### src/pi_pkg.sv
// Shared definitions for the peripheral subsystem: bus widths, device map,
// slave encoding and the structs carried between the pipeline stages.
// Every RTL file and the testbench refer to these by scoped name.

package pi_pkg;

	// Bus widths
	localparam int PI_ADDR_W = 16;
	localparam int PI_DATA_W = 32;

	localparam int GPIO_COUNT = 16;

	// Device map, contiguous from word address zero
	localparam logic [PI_ADDR_W-1:0] DEVTBL_BASE  = 16'd0;
	localparam logic [PI_ADDR_W-1:0] DEVTBL_MAPSZ = 16'd256;
	localparam logic [PI_ADDR_W-1:0] GPIO_BASE    = 16'd256;
	localparam logic [PI_ADDR_W-1:0] GPIO_MAPSZ   = 16'd16;

	// Everything past the GPIO block belongs to the invalid-device catcher
	localparam logic [PI_ADDR_W-1:0] INVALID_BASE  = GPIO_BASE + GPIO_MAPSZ;
	localparam logic [PI_ADDR_W-1:0] INVALID_MAPSZ = 16'd0;

	// Register offsets inside the devices
	localparam logic [PI_ADDR_W-1:0] DEVTBL_RSTCTRL_OFS = 16'd255;
	localparam logic [PI_ADDR_W-1:0] DEVTBL_ENTRY_CNT   = 16'd3;
	localparam logic [PI_ADDR_W-1:0] GPIO_OUT_OFS       = 16'd0;
	localparam logic [PI_ADDR_W-1:0] GPIO_IN_OFS        = 16'd1;

	// Device ids and interrupt use, as reported by the device table
	localparam logic [7:0] DEV_ID_DEVTBL  = 8'd7;
	localparam logic [7:0] DEV_ID_GPIO    = 8'd6;
	localparam logic [7:0] DEV_ID_INVALID = 8'd0;

	localparam logic DEV_IRQ_DEVTBL  = 1'b0;
	localparam logic DEV_IRQ_GPIO    = 1'b1;
	localparam logic DEV_IRQ_INVALID = 1'b0;

	// Software reset stretch
	localparam int RST_HOLD_CYCLES = 16;
	localparam int RST_CNT_W       = $clog2(RST_HOLD_CYCLES + 1);
	localparam logic [RST_CNT_W-1:0] RST_HOLD_LOAD = RST_CNT_W'(RST_HOLD_CYCLES);

	// Slave select, its value is also the device table index
	typedef enum logic [1:0] {
		SLV_DEVTBL  = 2'd0,
		SLV_GPIO    = 2'd1,
		SLV_INVALID = 2'd2
	} pi_slave_e;

	typedef struct packed {
		logic                 valid;
		logic                 we;
		logic [PI_ADDR_W-1:0] addr;
		logic [PI_DATA_W-1:0] data;
	} pi_req_t;

	typedef struct packed {
		logic                 valid;
		logic                 we;
		pi_slave_e            slave;
		logic [PI_ADDR_W-1:0] offset;
		logic [PI_DATA_W-1:0] data;
	} pi_dec_t;

	typedef struct packed {
		logic                 valid;
		logic                 err;
		logic [PI_DATA_W-1:0] data;
	} pi_rsp_t;

	typedef struct packed {
		logic valid;
		logic rst0;
		logic rst1;
	} pi_swrst_t;

	// Entry word: map size in 31:16, interrupt use in bit 8, id in 7:0
	function automatic logic [PI_DATA_W-1:0] devtbl_entry(pi_slave_e slv);
		logic [PI_DATA_W-1:0] entry;
		entry = '0;
		case (slv)
			SLV_DEVTBL:  entry = {DEVTBL_MAPSZ, 7'd0, DEV_IRQ_DEVTBL, DEV_ID_DEVTBL};
			SLV_GPIO:    entry = {GPIO_MAPSZ, 7'd0, DEV_IRQ_GPIO, DEV_ID_GPIO};
			default:     entry = {INVALID_MAPSZ, 7'd0, DEV_IRQ_INVALID, DEV_ID_INVALID};
		endcase
		return entry;
	endfunction

endpackage

### src/pi_decode_stage.sv
// First pipeline stage of the peripheral subsystem.
// Registers each request together with its target slave and the word
// offset inside that slave, one request per cycle.

`timescale 1ns/1ps

module pi_decode_stage (
	input  logic            clk_2x_w,
	input  logic            devtbl_rst2_w,
	input  pi_pkg::pi_req_t req_i,
	output pi_pkg::pi_dec_t dec_o
);

	logic [pi_pkg::PI_ADDR_W-1:0] devtbl_ofs;
	logic [pi_pkg::PI_ADDR_W-1:0] gpio_ofs;
	logic [pi_pkg::PI_ADDR_W-1:0] invalid_ofs;
	logic                         devtbl_hit;
	logic                         gpio_hit;
	pi_pkg::pi_dec_t              dec_d;
	pi_pkg::pi_dec_t              dec_q;

	// Offset against every base in the map
	assign devtbl_ofs  = req_i.addr - pi_pkg::DEVTBL_BASE;
	assign gpio_ofs    = req_i.addr - pi_pkg::GPIO_BASE;
	assign invalid_ofs = req_i.addr - pi_pkg::INVALID_BASE;

	// An address below a base wraps to a large offset and misses that window
	assign devtbl_hit = (devtbl_ofs < pi_pkg::DEVTBL_MAPSZ);
	assign gpio_hit   = (gpio_ofs < pi_pkg::GPIO_MAPSZ);

	always_comb begin
		dec_d.valid = req_i.valid;
		dec_d.we    = req_i.we;
		dec_d.data  = req_i.data;
		if (devtbl_hit) begin
			dec_d.slave  = pi_pkg::SLV_DEVTBL;
			dec_d.offset = devtbl_ofs;
		end else if (gpio_hit) begin
			dec_d.slave  = pi_pkg::SLV_GPIO;
			dec_d.offset = gpio_ofs;
		end else begin
			// Beyond the last device
			dec_d.slave  = pi_pkg::SLV_INVALID;
			dec_d.offset = invalid_ofs;
		end
	end

	always_ff @(posedge clk_2x_w) begin
		dec_q <= dec_d;
		if (devtbl_rst2_w) begin
			dec_q.valid <= 1'b0;
		end
	end

	assign dec_o = dec_q;

endmodule

### src/pi_access_stage.sv
// Second pipeline stage of the peripheral subsystem.
// Holds the device table, the GPIO output register and the invalid-device
// catcher, registers one response per decoded request and forwards writes
// of the reset control word to the reset sequencer.

`timescale 1ns/1ps

module pi_access_stage (
	input  logic                          clk_2x_w,
	input  logic                          devtbl_rst2_w,
	input  pi_pkg::pi_dec_t               dec_i,
	input  logic                          soc_rst_i,
	input  logic [pi_pkg::GPIO_COUNT-1:0] gp_i,
	output logic [pi_pkg::GPIO_COUNT-1:0] gp_o,
	output pi_pkg::pi_rsp_t               rsp_o,
	output pi_pkg::pi_swrst_t             swrst_o
);

	logic                          devtbl_sel;
	logic                          gpio_sel;
	logic                          rstctrl_wr;
	logic                          gpio_out_wr;
	logic [pi_pkg::PI_DATA_W-1:0]  devtbl_rdata;
	logic [pi_pkg::PI_DATA_W-1:0]  gpio_rdata;
	logic [pi_pkg::GPIO_COUNT-1:0] gpio_out_q;
	pi_pkg::pi_rsp_t               rsp_d;
	pi_pkg::pi_rsp_t               rsp_q;
	pi_pkg::pi_swrst_t             swrst_d;
	pi_pkg::pi_swrst_t             swrst_q;

	assign devtbl_sel = dec_i.valid && (dec_i.slave == pi_pkg::SLV_DEVTBL);
	assign gpio_sel   = dec_i.valid && (dec_i.slave == pi_pkg::SLV_GPIO);

	assign rstctrl_wr  = devtbl_sel && dec_i.we &&
		(dec_i.offset == pi_pkg::DEVTBL_RSTCTRL_OFS);
	assign gpio_out_wr = gpio_sel && dec_i.we && (dec_i.offset == pi_pkg::GPIO_OUT_OFS);

	// Device table, one entry word per slave and zeros elsewhere
	always_comb begin
		devtbl_rdata = '0;
		if (dec_i.offset < pi_pkg::DEVTBL_ENTRY_CNT) begin
			devtbl_rdata = pi_pkg::devtbl_entry(pi_pkg::pi_slave_e'(dec_i.offset[1:0]));
		end
	end

	// GPIO read side, pins are zero extended
	always_comb begin
		gpio_rdata = '0;
		case (dec_i.offset)
			pi_pkg::GPIO_OUT_OFS: gpio_rdata[pi_pkg::GPIO_COUNT-1:0] = gpio_out_q;
			pi_pkg::GPIO_IN_OFS:  gpio_rdata[pi_pkg::GPIO_COUNT-1:0] = gp_i;
			default:              gpio_rdata = '0;
		endcase
	end

	// Response word; writes answer with data 0
	always_comb begin
		rsp_d.valid = dec_i.valid;
		rsp_d.err   = 1'b0;
		rsp_d.data  = '0;
		case (dec_i.slave)
			pi_pkg::SLV_DEVTBL: begin
				if (!dec_i.we) begin
					rsp_d.data = devtbl_rdata;
				end
			end
			pi_pkg::SLV_GPIO: begin
				if (!dec_i.we) begin
					rsp_d.data = gpio_rdata;
				end
			end
			default: begin
				// Access outside the map
				rsp_d.err = dec_i.valid;
			end
		endcase
	end

	// Reset request taken from the two low data bits
	always_comb begin
		swrst_d.valid = rstctrl_wr;
		swrst_d.rst0  = dec_i.data[0];
		swrst_d.rst1  = dec_i.data[1];
	end

	always_ff @(posedge clk_2x_w) begin
		rsp_q   <= rsp_d;
		swrst_q <= swrst_d;
		if (devtbl_rst2_w) begin
			rsp_q.valid   <= 1'b0;
			rsp_q.err     <= 1'b0;
			swrst_q.valid <= 1'b0;
		end
	end

	// Output pins stay low and ignore writes while the subsystem is in reset
	always_ff @(posedge clk_2x_w) begin
		if (devtbl_rst2_w || soc_rst_i) begin
			gpio_out_q <= '0;
		end else if (gpio_out_wr) begin
			gpio_out_q <= dec_i.data[pi_pkg::GPIO_COUNT-1:0];
		end
	end

	assign gp_o    = gpio_out_q;
	assign rsp_o   = rsp_q;
	assign swrst_o = swrst_q;

endmodule

### src/pi_reset_seq.sv
// Reset sequencer of the peripheral subsystem.
// Turns software reset requests into a stretched subsystem reset, a one
// cycle cold reset pulse and a power-off level held until external reset.

`timescale 1ns/1ps

module pi_reset_seq (
	input  logic              clk_2x_w,
	input  logic              devtbl_rst2_w,
	input  pi_pkg::pi_swrst_t swrst_i,
	output logic              soc_rst_o,
	output logic              cold_rst_o,
	output logic              pwroff_o
);

	logic                         sw_cold;
	logic                         sw_warm;
	logic                         sw_pwroff;
	logic [pi_pkg::RST_CNT_W-1:0] hold_cnt_q;
	logic                         cold_q;
	logic                         pwroff_q;

	// Both bits is cold, rst1 alone is warm, rst0 alone is power-off
	assign sw_cold   = swrst_i.valid && swrst_i.rst0 && swrst_i.rst1;
	assign sw_warm   = swrst_i.valid && !swrst_i.rst0 && swrst_i.rst1;
	assign sw_pwroff = swrst_i.valid && swrst_i.rst0 && !swrst_i.rst1;

	// Hold counter, reloaded by external reset and by cold or warm requests
	always_ff @(posedge clk_2x_w) begin
		if (devtbl_rst2_w) begin
			hold_cnt_q <= pi_pkg::RST_HOLD_LOAD;
		end else if (sw_cold || sw_warm) begin
			hold_cnt_q <= pi_pkg::RST_HOLD_LOAD;
		end else if (hold_cnt_q != '0) begin
			hold_cnt_q <= hold_cnt_q - 1'b1;
		end
	end

	always_ff @(posedge clk_2x_w) begin
		if (devtbl_rst2_w) begin
			cold_q   <= 1'b0;
			pwroff_q <= 1'b0;
		end else begin
			cold_q <= sw_cold;
			// Latched, only the external reset releases it
			if (sw_pwroff) begin
				pwroff_q <= 1'b1;
			end
		end
	end

	// External reset counts too, so the output is high before the first edge
	assign soc_rst_o  = devtbl_rst2_w || (hold_cnt_q != '0);
	assign cold_rst_o = cold_q;
	assign pwroff_o   = pwroff_q;

endmodule

### src/pi_soc_top.sv
// Top level of the peripheral subsystem.
// Chains the decode stage, the access stage and the reset sequencer; the
// subsystem reset from the sequencer also holds the GPIO block.

`timescale 1ns/1ps

module pi_soc_top (
	input  logic                          clk_2x_w,
	input  logic                          devtbl_rst2_w,
	input  pi_pkg::pi_req_t               req_i,
	input  logic [pi_pkg::GPIO_COUNT-1:0] gp_i,
	output logic [pi_pkg::GPIO_COUNT-1:0] gp_o,
	output pi_pkg::pi_rsp_t               rsp_o,
	output logic                          soc_rst_o,
	output logic                          cold_rst_o,
	output logic                          pwroff_o
);

	pi_pkg::pi_dec_t   dec_w;
	pi_pkg::pi_swrst_t swrst_w;

	pi_decode_stage i_pi_decode_stage (
		.clk_2x_w      (clk_2x_w),
		.devtbl_rst2_w (devtbl_rst2_w),
		.req_i         (req_i),
		.dec_o         (dec_w)
	);

	pi_access_stage i_pi_access_stage (
		.clk_2x_w      (clk_2x_w),
		.devtbl_rst2_w (devtbl_rst2_w),
		.dec_i         (dec_w),
		.soc_rst_i     (soc_rst_o),
		.gp_i          (gp_i),
		.gp_o          (gp_o),
		.rsp_o         (rsp_o),
		.swrst_o       (swrst_w)
	);

	// Acts on a reset request one edge after the access stage registers it
	pi_reset_seq i_pi_reset_seq (
		.clk_2x_w      (clk_2x_w),
		.devtbl_rst2_w (devtbl_rst2_w),
		.swrst_i       (swrst_w),
		.soc_rst_o     (soc_rst_o),
		.cold_rst_o    (cold_rst_o),
		.pwroff_o      (pwroff_o)
	);

endmodule

### config.mk
export PLATFORM = sky130hd
export DESIGN_NAME = pi_soc_top
export DESIGN_NICKNAME = d
export VERILOG_FILES = /design/src/pi_pkg.sv /design/src/pi_decode_stage.sv /design/src/pi_access_stage.sv /design/src/pi_reset_seq.sv /design/src/pi_soc_top.sv
export SDC_FILE = /design/constraint.sdc
export NUM_CORES = 1
export LEC_CHECK = 0
export ABC_AREA = 1
export BUFFER_PORTS_ARGS = -buffer_cell sky130_fd_sc_hd__buf_4
export CORE_ASPECT_RATIO = 1.5
export CORE_UTILIZATION = 35
export DETAILED_ROUTE_END_ITERATION = 7
export GPL_ROUTABILITY_DRIVEN = 1
export PLACE_DENSITY = 0.66
export SYNTH_ARGS = -nofsm -noshare
export SYNTH_HDL_FRONTEND = slang
export SYNTH_HIERARCHICAL = 1
export SYNTH_SLANG_ARGS = --single-unit
export TNS_END_PERCENT = 1
### constraint.sdc
create_clock -name clk_2x_w -period 1.8 [get_ports clk_2x_w]
set_input_delay 0.18 -clock clk_2x_w [delete_from_list [all_inputs] [get_ports clk_2x_w]]
set_output_delay 0.18 -clock clk_2x_w [all_outputs]
set_load 0.03 [all_outputs]
* Word-level counts from Yosys, hierarchy flattened *
Cells that the tools add are included.

operators by class
  reductions and logical operators = 22
  order comparisons = 3
  $add $sub $neg = 3
  eq/ne operators = 4
  multiplexer cells = 8

operators by type and width
  operator                 number
  $mux W32                 2
  $pmux W32 S2             1
  $pmux W25 S2             1
  $mux W16                 2
  $pmux W16 S2             1
  $sub A16 B9 Y16 const B  2
  $mux W18                 1
  $eq A16 B1 Y1 const B    1
  $eq A16 B8 Y1 const B    1
  $logic_not A16 Y1        1
  $lt A16 B2 Y1 const B    1
  $lt A16 B5 Y1 const B    1
  $lt A16 B9 Y1 const B    1
  $logic_and A1 B1 Y1      11
  $reduce_bool A5 Y1       1
  $sub A5 B1 Y5 const B    1
  $eq A2 B1 Y1 const B     2
  $logic_not A2 Y1         2
  $logic_or A1 B1 Y1       3
  $reduce_or A3 Y1         1
  $logic_not A1 Y1         2
  $reduce_or A2 Y1         1

storage, ports and cells
  input port bits = 68
  output and inout bits = 53
  logic and storage cells = 55
  register bits = 96

* Longest topological paths before layout *
  depth after elaboration = 5
  gate-level depth with buffers = 12
  gate-level depth less buffers = 12

* By module *
Netlist, hierarchy kept.

modules (own cells, without submodules)
  module           sequential area each (µm²)  cells each  times used  area each (µm²)
  pi_access_stage  780.7                       244         1           1740.4
  pi_decode_stage  1041.0                      175         1           1719.1
  pi_reset_seq     140.1                       47          1           352.8

* Least setup slack after synthesis *
No wires, ideal clock.

  kind = reg2reg
  start = register i_pi_reset_seq/hold_cnt_q[0] (netlist name)
  end = register i_pi_access_stage.gpio_out_q, in the netlist i_pi_access_stage/gp_o[0]
  buffers on the path = 1
  data required time = 1.736 ns
  library setup time = 0.064 ns
  stages on the path, launching flop included = 12
  arrival = 1.823 ns
  path slack = -0.087 ns
  period minus slack after synthesis = 1.887 ns
  cells stage by stage = dfxtp_1 > inv_1 > ha_1 > inv_1 > nor2_2 > nand2_2 > inv_2 > nand2_1 > nor2_1 > clkbuf_1 > nand2_1 > nor2_1

on the way
  longest elaborated chain between the ends = 3

RTL lines
  element                   RTL line                source
  start: declaration        pi_reset_seq.sv:19      logic [pi_pkg::RST_CNT_W-1:0] hold_cnt_q;
  start signal: assignment  pi_reset_seq.sv:31      hold_cnt_q <= pi_pkg::RST_HOLD_LOAD;
  start signal: assignment  pi_reset_seq.sv:33      hold_cnt_q <= pi_pkg::RST_HOLD_LOAD;
  start signal: assignment  pi_reset_seq.sv:35      hold_cnt_q <= hold_cnt_q - 1'b1;
  $reduce_bool A5 Y1        pi_reset_seq.sv:53      assign soc_rst_o = devtbl_rst2_w || (hold_cnt_q != '0);
  $logic_or A1 B1 Y1        pi_reset_seq.sv:53
  named net soc_rst_o       pi_soc_top.sv:14        output logic soc_rst_o,
  $logic_or A1 B1 Y1        pi_access_stage.sv:98   if (devtbl_rst2_w || soc_rst_i) begin
  end signal: assignment    pi_access_stage.sv:101  gpio_out_q <= dec_i.data[pi_pkg::GPIO_COUNT-1:0];
  end: declaration          pi_access_stage.sv:25   logic [pi_pkg::GPIO_COUNT-1:0] gpio_out_q;

The timed path passes the listed nets, and every way through them passes these cells.
A chain may end at the register's enable or synchronous reset.

* Final worst setup path *
  start = register i_pi_reset_seq/hold_cnt_q[0] (netlist name)
  end = output port soc_rst_o

on the way
  longest elaborated chain between the ends = 2

RTL lines
  element             RTL line
  $reduce_bool A5 Y1  pi_reset_seq.sv:53
  $logic_or A1 B1 Y1  pi_reset_seq.sv:53
  end: declaration    pi_soc_top.sv:14

No other way between the ends.

==> results.md <==
* Outcome: complete, no violations
* I/O pin count at 121
* CTS tree: done
* CP Depth at 8
* Vias in the first global route at between 2000 and 3000
* RSZ-0062 raised after global routing: no
* Dpl cells at between 600 and 700
* CP Buf/Inv Count at 4
* Slew Limit Fails at 0
* Initial DRC count at 115
* Die area at 10400 sq um
* Largest net degree at the start of global routing at 34
* Post-CTS Repair Setup Buffers at 0
* Row Count at 44
* Mapped Cells at 450
* GRT Util Overall at 0.149
* Worst vdd ir at 645 uV
* Clock Path Buffers at 2
* Tightest Hold Check Type: in2reg
* Most frequent cells in the layout: 96 x buf_4, 91 x nand2_1, 82 x dfxtp_1
* Fin util at 0.491
* Arr. time, crit path at around 1500 ps
* Total gr overflow at 0
* Fin crit share at 0.932
* H-tree depth at 3
* Diodes inserted at 0
* Clock Pin Slew Worst Setup and Hold Paths at around 60 ps
* Layout area overhead at 36.4%
* Kind of critical path: reg2out
* IO buf count at 90
* Remaining DRCs at 0
* Cell-internal power at 3.27 mW
* First-pass GRT wire length at 12.5 mm
* Sw Share at 0.247
* Pre-CTS setup slack at 151 ps
* CP max stage delay at 320 ps
* Hold Path Stages at 3
* Worst skew pair latency at about 330 ps
* R2R Setup Slk at around 240 ps
* Net switching power at 1.07 mW
* Initial antenna violation count at 0
* DP HPWL at 5.73 mm
* Fmax at between 500 and 600 MHz
* Routed vias/inst at roughly 4.5
* DIE WIDTH at 83.6 um
* Flop pwr share at 0.457
* Most common cell after layout, fill and taps aside: buf_4
* Warnings from Yosys at 6
* CTS root buf: clkbuf_16
* Clock share of power at 0.397
* CP Cell Sequence: inv_2 -> ha_1 -> inv_1 -> nor2_2 -> nand2_2 -> inv_2 -> nand2_1 -> buf_4
* Max Cap Viol at 0
* DRT Pass-1 Iters at 7
* Tmin final at about 1700 ps
* Delay-heaviest family, CP: buffers and inverters
* Gp weighted congestion at 0.881
* Die Ht at approximately 120 um
* Type of origin of the critical path: register
* CP max FO at 5
* Leak Pwr at 2.35 nW
* Setup WS post-layout at 123 ps
* CP max-delay cell: dfxtp_1
* Total power per unit cell area at 912 nW/um^2
* Critical Path RT at approximately 1600 ps
* Core region area at 9690 sq um
* WL/cell at 11.0 um
* R2R cell count at 11
* Inserted Clock Buffers at 9
* Hold slack at 58.3 ps
* Hold Fails Final Rpt at 0
* Most frequent CP cell: inv_2
* Final antenna-violating net count at 0
* Syn avg cell area at 7.76 sq um
* Mapped cell area at 3490 sq um
* Setup TNS at 0 ps
* CP Capture Type: output pin
* Vias at 3076
* Fin nets at between 600 and 700
* CTS Sinks at 82
* DRT Wirelength at between 7 and 8 mm
* Final clock skew at between 5 and 6 ps
* Initial Utilization at 0.360
* Layout cells sized above 1 at 0.269
* Gate power share at 0.147
* Final setup viols at 0
* Layout Cells excl Fill at 687
==> state kept, by name, summed over array words and instances, names as in the netlist <==
name and count:
i_pi_access_stage/rsp_o 20, i_pi_access_stage/gp_o 16, i_pi_reset_seq/hold_cnt_q 5, i_pi_access_stage/swrst_o 3, i_pi_reset_seq/cold_rst_o 1, i_pi_decode_stage/dec_o 36, i_pi_reset_seq/pwroff_o 1
==> area by class of cell <==
class,count,area [sq um]
Clock buffer,14,284
Tap cell,115,144
Timing Repair Buffer,118,951
Sequential cell,82,1640
Inverter,56,210
Clock inverter,1,7.51
Fill cell,966,4930
Multi-Input combinational cell,301,1520
==> stage by stage <==
step,cell area (sq um),power (mW)
3_3_place_gp,4260,2.59
6_report,4760,4.34
2_1_floorplan,3540,2.44
3_5_place_dp,4260,2.62
5_1_grt,4760,4.54
4_1_cts,4760,4.39
==> worst paths after layout <==
path | from | to
setup reg to reg | i_pi_reset_seq/hold_cnt_q[0] | i_pi_access_stage/gp_o[12]
hold / removal | req_i[49] | i_pi_decode_stage/dec_o[51]
hold reg to reg | i_pi_decode_stage/dec_o[0] | i_pi_access_stage/swrst_o[1]
setup / recovery | i_pi_reset_seq/hold_cnt_q[0] | soc_rst_o
==> power by group through the flow <==
stage | Sequential [mW] | Combinational (mW) | Clock, mW
after detailed placement | 2.02 | 0.599 | 0
after floorplan | 2.01 | 0.433 | 0
after CTS | 1.98 | 0.642 | 1.77
after global routing | 1.99 | 0.705 | 1.84
final | 1.98 | 0.637 | 1.72
after global placement | 2.02 | 0.573 | 0
==> routing by layer <==
| layer | global-route usage | share of wire |
|---|---|---|
| met5 | 0 | 0 |
| met2 | 0.264 | 0.50 |
| met3 | 0.0398 | 0.056 |
| met1 | 0.162 | 0.41 |
| met4 | 0.0758 | 0.035 |
==> what timing repair did <==
action                                  in CTS  in global routing
endpoints found under the hold margin       21                  0
gates resized for setup                      0                  1
endpoints found under the setup margin       0                  1
hold buffers                                21                  0
==> worst reg2reg max path: stages (launching register included) <==
cell,delay [ps]
dfxtp_1,320
inv_2,90
ha_1,150
inv_1,50
nor2_2,140
nand2_2,90
inv_2,70
nand2_1,80
nor2_2,120
buf_4,220
nand2_1,80
nor2_1,90
(Power assumes the default switching activity.)
